--- config.mk ---
export PLATFORM = sky130hd
export DESIGN_NAME = block_loader
export DESIGN_NICKNAME = d
export VERILOG_FILES = /design/src/rtl/keccak_pkg.sv /design/src/rtl/block_loader.sv
export VERILOG_INCLUDE_DIRS = /design/src /design/src/include
export SDC_FILE = /design/constraint.sdc
export NUM_CORES = 1
export LEC_CHECK = 0
export BUFFER_PORTS_ARGS = -buffer_cell sky130_fd_sc_hd__buf_2
export CAP_MARGIN = 20
export CORE_AREA = 5 5 453 455
export CTS_BUF_LIST = sky130_fd_sc_hd__clkbuf_8
export CTS_CLUSTER_SIZE = 28
export DETAILED_ROUTE_END_ITERATION = 12
export DIE_AREA = 0 0 458 460
export SLEW_MARGIN = 20
export SYNTH_ARGS = -nofsm -noshare
export SYNTH_HDL_FRONTEND = slang
export SYNTH_SLANG_ARGS = --single-unit
--- constraint.sdc ---
create_clock -name clk -period 41 [get_ports clk]
set_input_delay 4.1 -clock clk [delete_from_list [all_inputs] [get_ports clk]]
set_output_delay 4.1 -clock clk [all_outputs]
set_load 0.05 [all_outputs]
--- src/include/keccak_defines.svh ---
`ifndef KECCAK_DEFINES_SVH
`define KECCAK_DEFINES_SVH

//////////////////////////////////////////////////
// Keccak-f[1600] geometry
//////////////////////////////////////////////////

// Width of one lane in bits
`define KECCAK_LANE_BITS 64

// Lanes in the full 5x5 state
`define KECCAK_STATE_LANES 25

//////////////////////////////////////////////////
// SHA3-256 sponge parameters
//////////////////////////////////////////////////

// Rate of 1088 bits, as lanes
`define KECCAK_RATE_LANES 17

// Digest of 256 bits, as lanes
`define KECCAK_DIGEST_LANES 4

// Rounds per permutation
`define KECCAK_NUM_ROUNDS 24

`endif
--- src/rtl/keccak_pkg.sv ---
`include "keccak_defines.svh"

package keccak_pkg;

    //////////////////////////////////////////////////
    // Data widths
    //////////////////////////////////////////////////

    // One 64-bit lane
    typedef logic [`KECCAK_LANE_BITS-1:0] lane_t;

    // Full state, lane x + 5y at bit 64 * (x + 5y)
    typedef logic [`KECCAK_STATE_LANES*`KECCAK_LANE_BITS-1:0] state_t;

    // One rate block, lane 0 in the low bits
    typedef logic [`KECCAK_RATE_LANES*`KECCAK_LANE_BITS-1:0] block_t;

    // Digest lanes, lane 0 in the low bits
    typedef logic [`KECCAK_DIGEST_LANES*`KECCAK_LANE_BITS-1:0] digest_t;

    // Round number, 0 to 23 in use
    typedef logic [4:0] round_idx_t;

    //////////////////////////////////////////////////
    // State machines
    //////////////////////////////////////////////////

    // Block loader
    typedef enum logic [1:0] {
        LOAD_COLLECT  = 2'd0,
        LOAD_WAIT_LOW = 2'd1,
        LOAD_FULL     = 2'd2
    } load_state_e;

    // Permutation engine
    typedef enum logic [1:0] {
        PERM_IDLE = 2'd0,
        PERM_RUN  = 2'd1,
        PERM_HOLD = 2'd2
    } perm_state_e;

endpackage

--- src/rtl/block_loader.sv ---
`include "keccak_defines.svh"

module block_loader (
    input  logic               clk,
    input  logic               reset,
    input  logic               word_req,
    input  keccak_pkg::lane_t  word,
    output logic               word_ack,
    output keccak_pkg::block_t block,
    output logic               block_valid,
    input  logic               block_ready
);

    localparam int LANE_BITS  = `KECCAK_LANE_BITS;
    localparam int BLOCK_BITS = `KECCAK_RATE_LANES * `KECCAK_LANE_BITS;
    localparam logic [4:0] LAST_LANE = 5'(`KECCAK_RATE_LANES - 1);

    keccak_pkg::load_state_e state_q;
    logic [4:0]              lane_cnt;
    logic                    take_word;
    logic                    transfer;

    // Only collecting state has room for a word
    assign take_word = (state_q == keccak_pkg::LOAD_COLLECT) && word_req;
    assign transfer  = block_valid && block_ready;

    //////////////////////////////////////////////////
    // Four-phase handshake FSM
    //////////////////////////////////////////////////

    always_ff @(posedge clk or negedge reset) begin
        if (!reset) begin
            state_q     <= keccak_pkg::LOAD_COLLECT;
            lane_cnt    <= '0;
            word_ack    <= 1'b0;
            block_valid <= 1'b0;
        end else begin
            if (transfer) begin
                block_valid <= 1'b0;
            end
            case (state_q)
                keccak_pkg::LOAD_COLLECT: begin
                    if (take_word) begin
                        word_ack <= 1'b1;
                        state_q  <= keccak_pkg::LOAD_WAIT_LOW;
                        if (lane_cnt == LAST_LANE) begin
                            lane_cnt    <= '0;
                            block_valid <= 1'b1;
                        end else begin
                            lane_cnt <= lane_cnt + 5'd1;
                        end
                    end
                end
                keccak_pkg::LOAD_WAIT_LOW: begin
                    if (!word_req) begin
                        word_ack <= 1'b0;
                        // Buffer stays closed until the engine takes it
                        if (block_valid && !transfer) begin
                            state_q <= keccak_pkg::LOAD_FULL;
                        end else begin
                            state_q <= keccak_pkg::LOAD_COLLECT;
                        end
                    end
                end
                keccak_pkg::LOAD_FULL: begin
                    if (transfer) begin
                        state_q <= keccak_pkg::LOAD_COLLECT;
                    end
                end
                default: state_q <= keccak_pkg::LOAD_COLLECT;
            endcase
        end
    end

    // Shift in from the top, so the first word lands in lane 0
    always_ff @(posedge clk) begin
        if (take_word) begin
            block <= {word, block[BLOCK_BITS-1:LANE_BITS]};
        end
    end

    a_ack_after_req: assert property (@(posedge clk) disable iff (!reset)
        $rose(word_ack) |-> $past(word_req));

endmodule

==> results of run 1 <==
[layer usage]
layer  vias to the layer above  wire, um  global-route usage
li1                       7430         -                   -
met1                      9200     62470              0.1740
met2                      1122     62180              0.1875
met3                       199     12870             0.04474
met4                        12      3450             0.03934
met5                         -        69                   0
[cells by family (layout without fill, tap and decap cells)]
group	count (synthesis)	in the layout	share of synthesized area
AOI/OAI and AO/OA	8	8	0.001474
buffers and inverters	3	1521	0.0003401
adders and majority gates	2	2	0.0007557
and+or+nand+nor	17	17	0.003250
DFF	1097	1097	0.9936
xor gates and xnor gates	1	1	0.0002646
other	0	16	0
muxes	1	1	0.0003401
[power groups by stage]
stage	sequential, mW	combinational, mW	clock (mW)
after floorplan	1.51	0.0196	0
after global placement	1.35	0.227	0
after detailed placement	1.35	0.227	0
after CTS	1.33	0.227	1.07
after global routing	1.33	0.230	1.12
final	1.33	0.223	1.03
[worst max path at each step]
stage	end	slack, ps
6_report	block[34]	33140
5_1_grt	block[34]	33000
4_1_cts	block[179]	33020
3_5_place_dp	block[545]	31940
3_3_place_gp	block[615]	32080
2_1_floorplan	lane_cnt[3]	7890
[stage by stage]
stage | hold slack (ps) | power (mW)
final | 426.4 | 2.577
after floorplan | 480.9 | 1.529
after detailed placement | 425.7 | 1.576
after global routing | 433.7 | 2.679
after CTS | 417.7 | 2.623
after global placement | 425.2 | 1.575
[state kept, by name (all words and copies together), names as in the netlist]
| name | count |
|---|---|
| block | 1088 |
| lane_cnt | 5 |
| state_q | 2 |
| block_valid | 1 |
| word_ack | 1 |
[cell usage after synthesis (all sizes together), types with 2 or more instances]
cell / instances
nand2: 6
nand3: 2
inv: 3
dfrtp: 9
ha: 2
nor2: 3
edfxtp: 1088
o21ai: 6
[final cells by class]
class / count / area (sq um) / share of cell area
Inverter: 3 / 11.26 / 0.0002431
Multi-Input combinational cell: 29 / 201.4 / 0.004349
Timing Repair Buffer: 1168 / 5927 / 0.1280
Clock inverter: 156 / 1232 / 0.02661
Antenna cell: 16 / 40.04 / 0.0008644
Clock buffer: 194 / 2670 / 0.05764
Tap cell: 2672 / 3343 / 0.07217
Sequential cell: 1097 / 32900 / 0.7102
==> flow_metrics.env, run 1 <==
export IMPL_layoutNonFillerInstCount=5335
export IMPL_proportion_of_power_drawn_by_the_clock_network=0.399
export IMPL_worst_hold_path_type="register to register"
export IMPL_post_synth_cell_area_avg_sq_um=29.33
export IMPL_leakagePower_nw=17.19
export IMPL_clock_skew_final_ps=55.98
export IMPL_grt_antenna_before_repair=51
export IMPL_areaGrowthSynthToFinish_pct=39.91
export IMPL_vdd_drop_max_mv=0.03038
export IMPL_worst_ep_arrival_time_ps=8340
export IMPL_placedCellCount=4968
export IMPL_synth_seq_area_share=0.9936
export IMPL_rows=165
export IMPL_tritoncts="done"
export IMPL_run_status="complete, no violations"
export IMPL_post_synth_instance_area_sq_um=33110
export IMPL_capture_point_of_the_worst_reg_to_reg_path="block[34]"
export IMPL_postRouteWirelength_mm=141.0
export IMPL_power_frac_seq=0.515
export IMPL_holdPathStages=0
export IMPL_timing_reg2reg_setup_slack_ps=35970
export IMPL_cp_slowest_cell="sky130_fd_sc_hd__buf_4"
export IMPL_main_area_contributors_after_synthesis="sky130_fd_sc_hd__edfxtp_1 99%, sky130_fd_sc_hd__dfrtp_1 0.68%, sky130_fd_sc_hd__o21ai_0 0.091%"
export IMPL_finalSetupTns_ps=0
export IMPL_postCtsHoldBufs=0
export IMPL_effective_utilization_at_floorplan=0.1648
export IMPL_gr_total_overflow=0
export IMPL_remaining_drc_errors=0
export IMPL_final_period_utilization=0.1917
export IMPL_power_frac_comb=0.087
export IMPL_dp_slack_ps=31940
export IMPL_ant_nets=0
export IMPL_finish_utilization=0.2306
export IMPL_number_of_slew_limit_violations_in_the_final_report=0
export IMPL_clk_latency_ps=910
export IMPL_dpl_hpwl_mm=112.7
export IMPL_final_net_count=2559
export IMPL_cts_buffers=190
export IMPL_layout_min_cycle_time_ps=7861
export IMPL_syn_num_nets=1199
export IMPL_ctsHtreeMaxLevel=4
export IMPL_crit_buf_inv=5
export IMPL_place_congestion=0.9153
export IMPL_slowest_delay_ps=940
export IMPL_first_global_vias=17740
export IMPL_coreArea_sq_um=200900
export IMPL_synth_largest_type_area_fraction=0.9868
export IMPL_die_width_um=458
export IMPL_critical_path_top_delay_family="buffers and inverters"
export IMPL_via_count=17960
export IMPL_final_fill_count=20820
export IMPL_fp_dieArea_sq_um=210700
export IMPL_syn_inst=1129
export IMPL_grt_total_usage=0.1269
export IMPL_ctsResizeCount=0
export IMPL_routed_wire_length_per_instance_um=26.44
export IMPL_post_route_worst_setup_slack_ps=33140
export IMPL_cell_internal_power_dissipation_mw=1.867
export IMPL_fmaxAchievable_mhz=127.2
export IMPL_ctsRootBufferMaster="sky130_fd_sc_hd__clkbuf_8"
export IMPL_timing_final_setup_violations=0
export IMPL_maxCapViolCount=0
export IMPL_synth_top_cell_by_area="sky130_fd_sc_hd__edfxtp_1"
export IMPL_number_of_i_o_pins=1158
export IMPL_endpoint_kind="register"
export IMPL_synthFlopType="sky130_fd_sc_hd__edfxtp_1"
export IMPL_cell_chain_of_the_critical_path="buf_2 > nor3b_4 > buf_12 > buf_4 > buf_4 > buf_4"
export IMPL_slew_worst_pin_ps=1171
export IMPL_required_ps=41480
export IMPL_grt_first_pass_wirelength_mm=176.5
export IMPL_setup_worst_path_class="primary input to register"
export IMPL_place_area_sq_um=42370
export IMPL_power_density_cell_area_nw_per_um2=55.64
export IMPL_synth_yosys_warnings=0
export IMPL_port_buffers=1157
export IMPL_final_design_area_no_fill_sq_um=46320
export IMPL_synth_cell_type_count=18
export IMPL_number_of_buffers_on_the_longest_clock_path=3
export IMPL_detailedRoute_firstPassIterationCount=5
export IMPL_timing_hold_worst_endpoint="block[13]"
export IMPL_chipHeight_um=460
export IMPL_worst_hold_startpoint="block[77]"
export IMPL_postSynthRegisterBits=1097
export IMPL_slew_limit_headroom=0.2193
export IMPL_rsz0062_at_grt="false"
export IMPL_mostFrequentLayoutCells="1,157 x sky130_fd_sc_hd__buf_2, 1,088 x sky130_fd_sc_hd__edfxtp_1, 194 x sky130_fd_sc_hd__clkbuf_8"
export IMPL_leading_cell_type_in_the_layout_fill_and_taps_excluded="sky130_fd_sc_hd__buf_2"
export IMPL_ys_async_sr_fraction=0.008204
export IMPL_viasPerCell=3.367
export IMPL_critPathLaunch="word_req"
export IMPL_power_switching_fraction=0.2757
export IMPL_drive_above_1_share=0.5365
export IMPL_crit_path_max_fanout=163
export IMPL_grt_max_degree=187
export IMPL_worst_r2r_path_depth=5
export IMPL_number_of_design_rule_violations_left_by_the_first_detailed_router_iteration=1503
export IMPL_crit_reg2reg_launch="state_q[1]"
export IMPL_synth_enable_flop_cells=1088
export IMPL_switchingPower_mw=0.7107
export IMPL_path_clk_slew_ps=60
export IMPL_critPathLaunchType="primary input"
export IMPL_tritoncts_num_sinks=1097
export IMPL_post_cts_buffers=0
export IMPL_finalHoldViolations=0
export IMPL_critical_path_top_cell_by_count="sky130_fd_sc_hd__buf_4"
export IMPL_path_depth=6
No activity file was read; power rests on OpenSTA's default activity.
==> inputs of run 2 (changes only) <==
Settings changed: ABC_AREA set to 1, CORE_AREA 5 5 453 455 to 5 5 450 452, DIE_AREA 0 0 458 460 to 0 0 455 457.
Clock period 41 ns to 6.9 ns, I/O delays scaled along.
==> flow_metrics.env, run 2 <==
export IMPL_endpoint_kind="register"
export IMPL_synth_top_cell_by_area="sky130_fd_sc_hd__edfxtp_1"
export IMPL_tritoncts="done"
export IMPL_maxCapViolCount=0
export IMPL_drive_above_1_share=0.5235
export IMPL_detailedRoute_firstPassIterationCount=6
export IMPL_die_width_um=455
export IMPL_clk_latency_ps=930
export IMPL_leading_cell_type_in_the_layout_fill_and_taps_excluded="sky130_fd_sc_hd__buf_2"
export IMPL_chipHeight_um=457
export IMPL_cp_slowest_cell="sky130_fd_sc_hd__nor2_4"
export IMPL_remaining_drc_errors=0
export IMPL_coreArea_sq_um=198400
export IMPL_leakagePower_nw=17.54
export IMPL_run_status="complete, no violations"
export IMPL_layout_min_cycle_time_ps=2998
export IMPL_grt_total_usage=0.1329
export IMPL_post_route_worst_setup_slack_ps=3902
export IMPL_critical_path_top_cell_by_count="sky130_fd_sc_hd__buf_12"
export IMPL_setup_worst_path_class="register to register"
export IMPL_proportion_of_power_drawn_by_the_clock_network=0.346
export IMPL_power_frac_seq=0.497
export IMPL_number_of_buffers_on_the_longest_clock_path=3
export IMPL_synth_largest_type_area_fraction=0.9859
export IMPL_grt_antenna_before_repair=37
export IMPL_slowest_delay_ps=770
export IMPL_synth_yosys_warnings=0
export IMPL_synth_cell_type_count=17
export IMPL_syn_num_nets=1213
export IMPL_grt_max_degree=184
export IMPL_final_fill_count=20560
export IMPL_ys_async_sr_fraction=0.008204
export IMPL_power_mw=17.26
export IMPL_finalHoldViolations=0
export IMPL_clock_skew_final_ps=61.88
export IMPL_ctsResizeCount=0
export IMPL_dp_slack_ps=3531
export IMPL_first_global_vias=18180
export IMPL_ant_nets=0
export IMPL_critPathLaunchType="register"
export IMPL_post_synth_cell_area_avg_sq_um=28.99
export IMPL_synthTopCellsByCount="1,088 x sky130_fd_sc_hd__edfxtp_1, 10 x sky130_fd_sc_hd__nand2_1, 9 x sky130_fd_sc_hd__dfrtp_1"
export IMPL_vdd_drop_max_mv=0.2028
export IMPL_gr_total_overflow=0
export IMPL_cts_buffers=186
export IMPL_number_of_design_rule_violations_left_by_the_first_detailed_router_iteration=2309
export IMPL_cell_internal_power_dissipation_mw=11.53
export IMPL_dpl_hpwl_mm=116.6
export IMPL_synth_enable_flop_cells=1088
export IMPL_via_count=18960
export IMPL_rsz0062_at_grt="false"
export IMPL_number_of_i_o_pins=1158
export IMPL_power_density_cell_area_nw_per_um2=368.1
export IMPL_largest_register="block"
export IMPL_power_switching_fraction=0.3323
export IMPL_grt_first_pass_wirelength_mm=183.7
export IMPL_routed_wire_length_per_instance_um=26.97
export IMPL_placedCellCount=4975
export IMPL_tritoncts_num_sinks=1097
export IMPL_fmaxAchievable_mhz=333.6
export IMPL_largest_registers_ranked_by_flip_flop_count="block (1088), lane_cnt (5), state_q (2)"
export IMPL_layoutNonFillerInstCount=5386
export IMPL_final_period_utilization=0.4344
export IMPL_areaGrowthSynthToFinish_pct=41.54
export IMPL_final_net_count=2644
export IMPL_worst_hold_path_type="primary input to async pin"
export IMPL_rows=164
export IMPL_switchingPower_mw=5.738
export IMPL_effective_utilization_at_floorplan=0.1670
export IMPL_postRouteWirelength_mm=145.3
export IMPL_postSynthRegisterBits=1097
export IMPL_fp_dieArea_sq_um=207900
export IMPL_post_synth_top_count_cell="sky130_fd_sc_hd__edfxtp_1"
export IMPL_synthFlopType="sky130_fd_sc_hd__edfxtp_1"
export IMPL_finalSetupTns_ps=0
export IMPL_path_clk_slew_ps=60
export IMPL_viasPerCell=3.520
export IMPL_crit_path_max_fanout=132
export IMPL_synth_seq_area_share=0.9927
export IMPL_post_cts_buffers=0
export IMPL_number_of_slew_limit_violations_in_the_final_report=0
export IMPL_cell_chain_of_the_critical_path="inv_2 > nand2_2 > nor2_4 > buf_12 > buf_12"
export IMPL_slew_worst_pin_ps=1108
export IMPL_fin_hold_ws_ps=203.6
export IMPL_largest_register_ffs=1088
export IMPL_worst_ep_arrival_time_ps=3510
export IMPL_timing_final_setup_violations=0
export IMPL_ctsHtreeMaxLevel=4
export IMPL_required_ps=7410
export IMPL_syn_inst=1143
export IMPL_post_synth_instance_area_sq_um=33140
export IMPL_place_congestion=0.9584
export IMPL_port_buffers=1157
export IMPL_power_frac_comb=0.158
export IMPL_slew_limit_headroom=0.2614
export IMPL_main_area_contributors_after_synthesis="sky130_fd_sc_hd__edfxtp_1 99%, sky130_fd_sc_hd__dfrtp_1 0.68%, sky130_fd_sc_hd__nand2_1 0.11%"
export IMPL_mostFrequentLayoutCells="1,157 x sky130_fd_sc_hd__buf_2, 1,088 x sky130_fd_sc_hd__edfxtp_1, 186 x sky130_fd_sc_hd__clkbuf_8"
export IMPL_ctsRootBufferMaster="sky130_fd_sc_hd__clkbuf_8"
-- run 2: cell count changes after synthesis, moves of 2 or more --
cell and change:
sky130_fd_sc_hd__nor2_1 +3, sky130_fd_sc_hd__o21ai_1 +2, sky130_fd_sc_hd__nand2_1 +4, sky130_fd_sc_hd__inv_1 +4
sky130_fd_sc_hd__o21ai_0 -4, sky130_fd_sc_hd__nand3_1 +5, sky130_fd_sc_hd__inv_2 +3
-- run 2: power groups by stage --
stage          sequential, mW  clock (mW)  combinational (mW)
5_1_grt                  8.62        6.45                2.80
3_5_place_dp             8.70           0                2.73
6_report                 8.58        5.97                2.72
2_1_floorplan            10.2           0               0.216
4_1_cts                  8.58        6.16                2.76
3_3_place_gp             8.69           0                2.72
-- run 2: logic make-up (layout without fill, tap and decap cells) --
group           Yosys count  in the layout  synth area share
compound gates            6              6          0.001095
buf+inv                  11           1590          0.001473
fa+ha+maj                 2              2         0.0007550
other cells               0              8                 0
xor+xnor                  1              1         0.0002643
flops                  1097           1097            0.9927
simple gates             26             26          0.003700
-- run 2: final cells by class --
type                            instances  area [sq um]  share of cell area
Inverter                               10         37.54           0.0008003
Antenna cell                            8         20.02           0.0004268
Sequential cell                      1097         32900              0.7014
Clock buffer                          186          2560             0.05458
Clock inverter                        150          1187             0.02532
Multi-Input combinational cell         35         192.7            0.004108
Tap cell                             2656          3323             0.07085
Timing Repair Buffer                 1244          6686              0.1426
-- run 2: per-layer routing --
| metal | part of all wire | vias up | routed length [um] | track usage |
|---|---|---|---|---|
| met3 | 0.11 | 173 | 16020 | 0.04666 |
| met4 | 0.021 | 2 | 3009 | 0.03406 |
| met2 | 0.45 | 1338 | 65610 | 0.2018 |
| li1 | - | 7575 | - | - |
| met1 | 0.42 | 9872 | 60600 | 0.1805 |
| met5 | 0.000048 | - | 7 | 0 |
-- run 2: path summary, 6_finish.rpt --
path	cells after the start	startpoint	slack (ps)	end
max in group asynchronous	2	reset	6510	lane_cnt[0]
hold reg to reg	0	block[372]	410	block[308]
min in group clk	0	block[372]	410	block[308]
hold / removal	2	reset	200	lane_cnt[1]
setup reg to reg	5	state_q[0]	3900	block[588]
setup / recovery	5	state_q[0]	3900	block[588]
-- run 2: timing repair --
action / 4_1_cts / 5_1_grt
hold buffers: 67 / 0
endpoints found under the hold margin: 76 / 0
endpoints found under the setup margin: 0 / 0
-- run 2: worst max-delay path, delay by kind of cell, from the launching register on --
kind | cells | cell delay (ps)
AND/OR/NAND/NOR | 2 | 840
buffers and inverters | 3 | 1040
flip-flops | 1 | 420
-- run 2: through the flow --
stage | util | instance area, sq um
after CTS | 0.2363 | 46880
after global routing | 0.2363 | 46890
after global placement | 0.2140 | 42470
final | 0.2364 | 46900
after detailed placement | 0.2140 | 42470
after floorplan | - | 33140
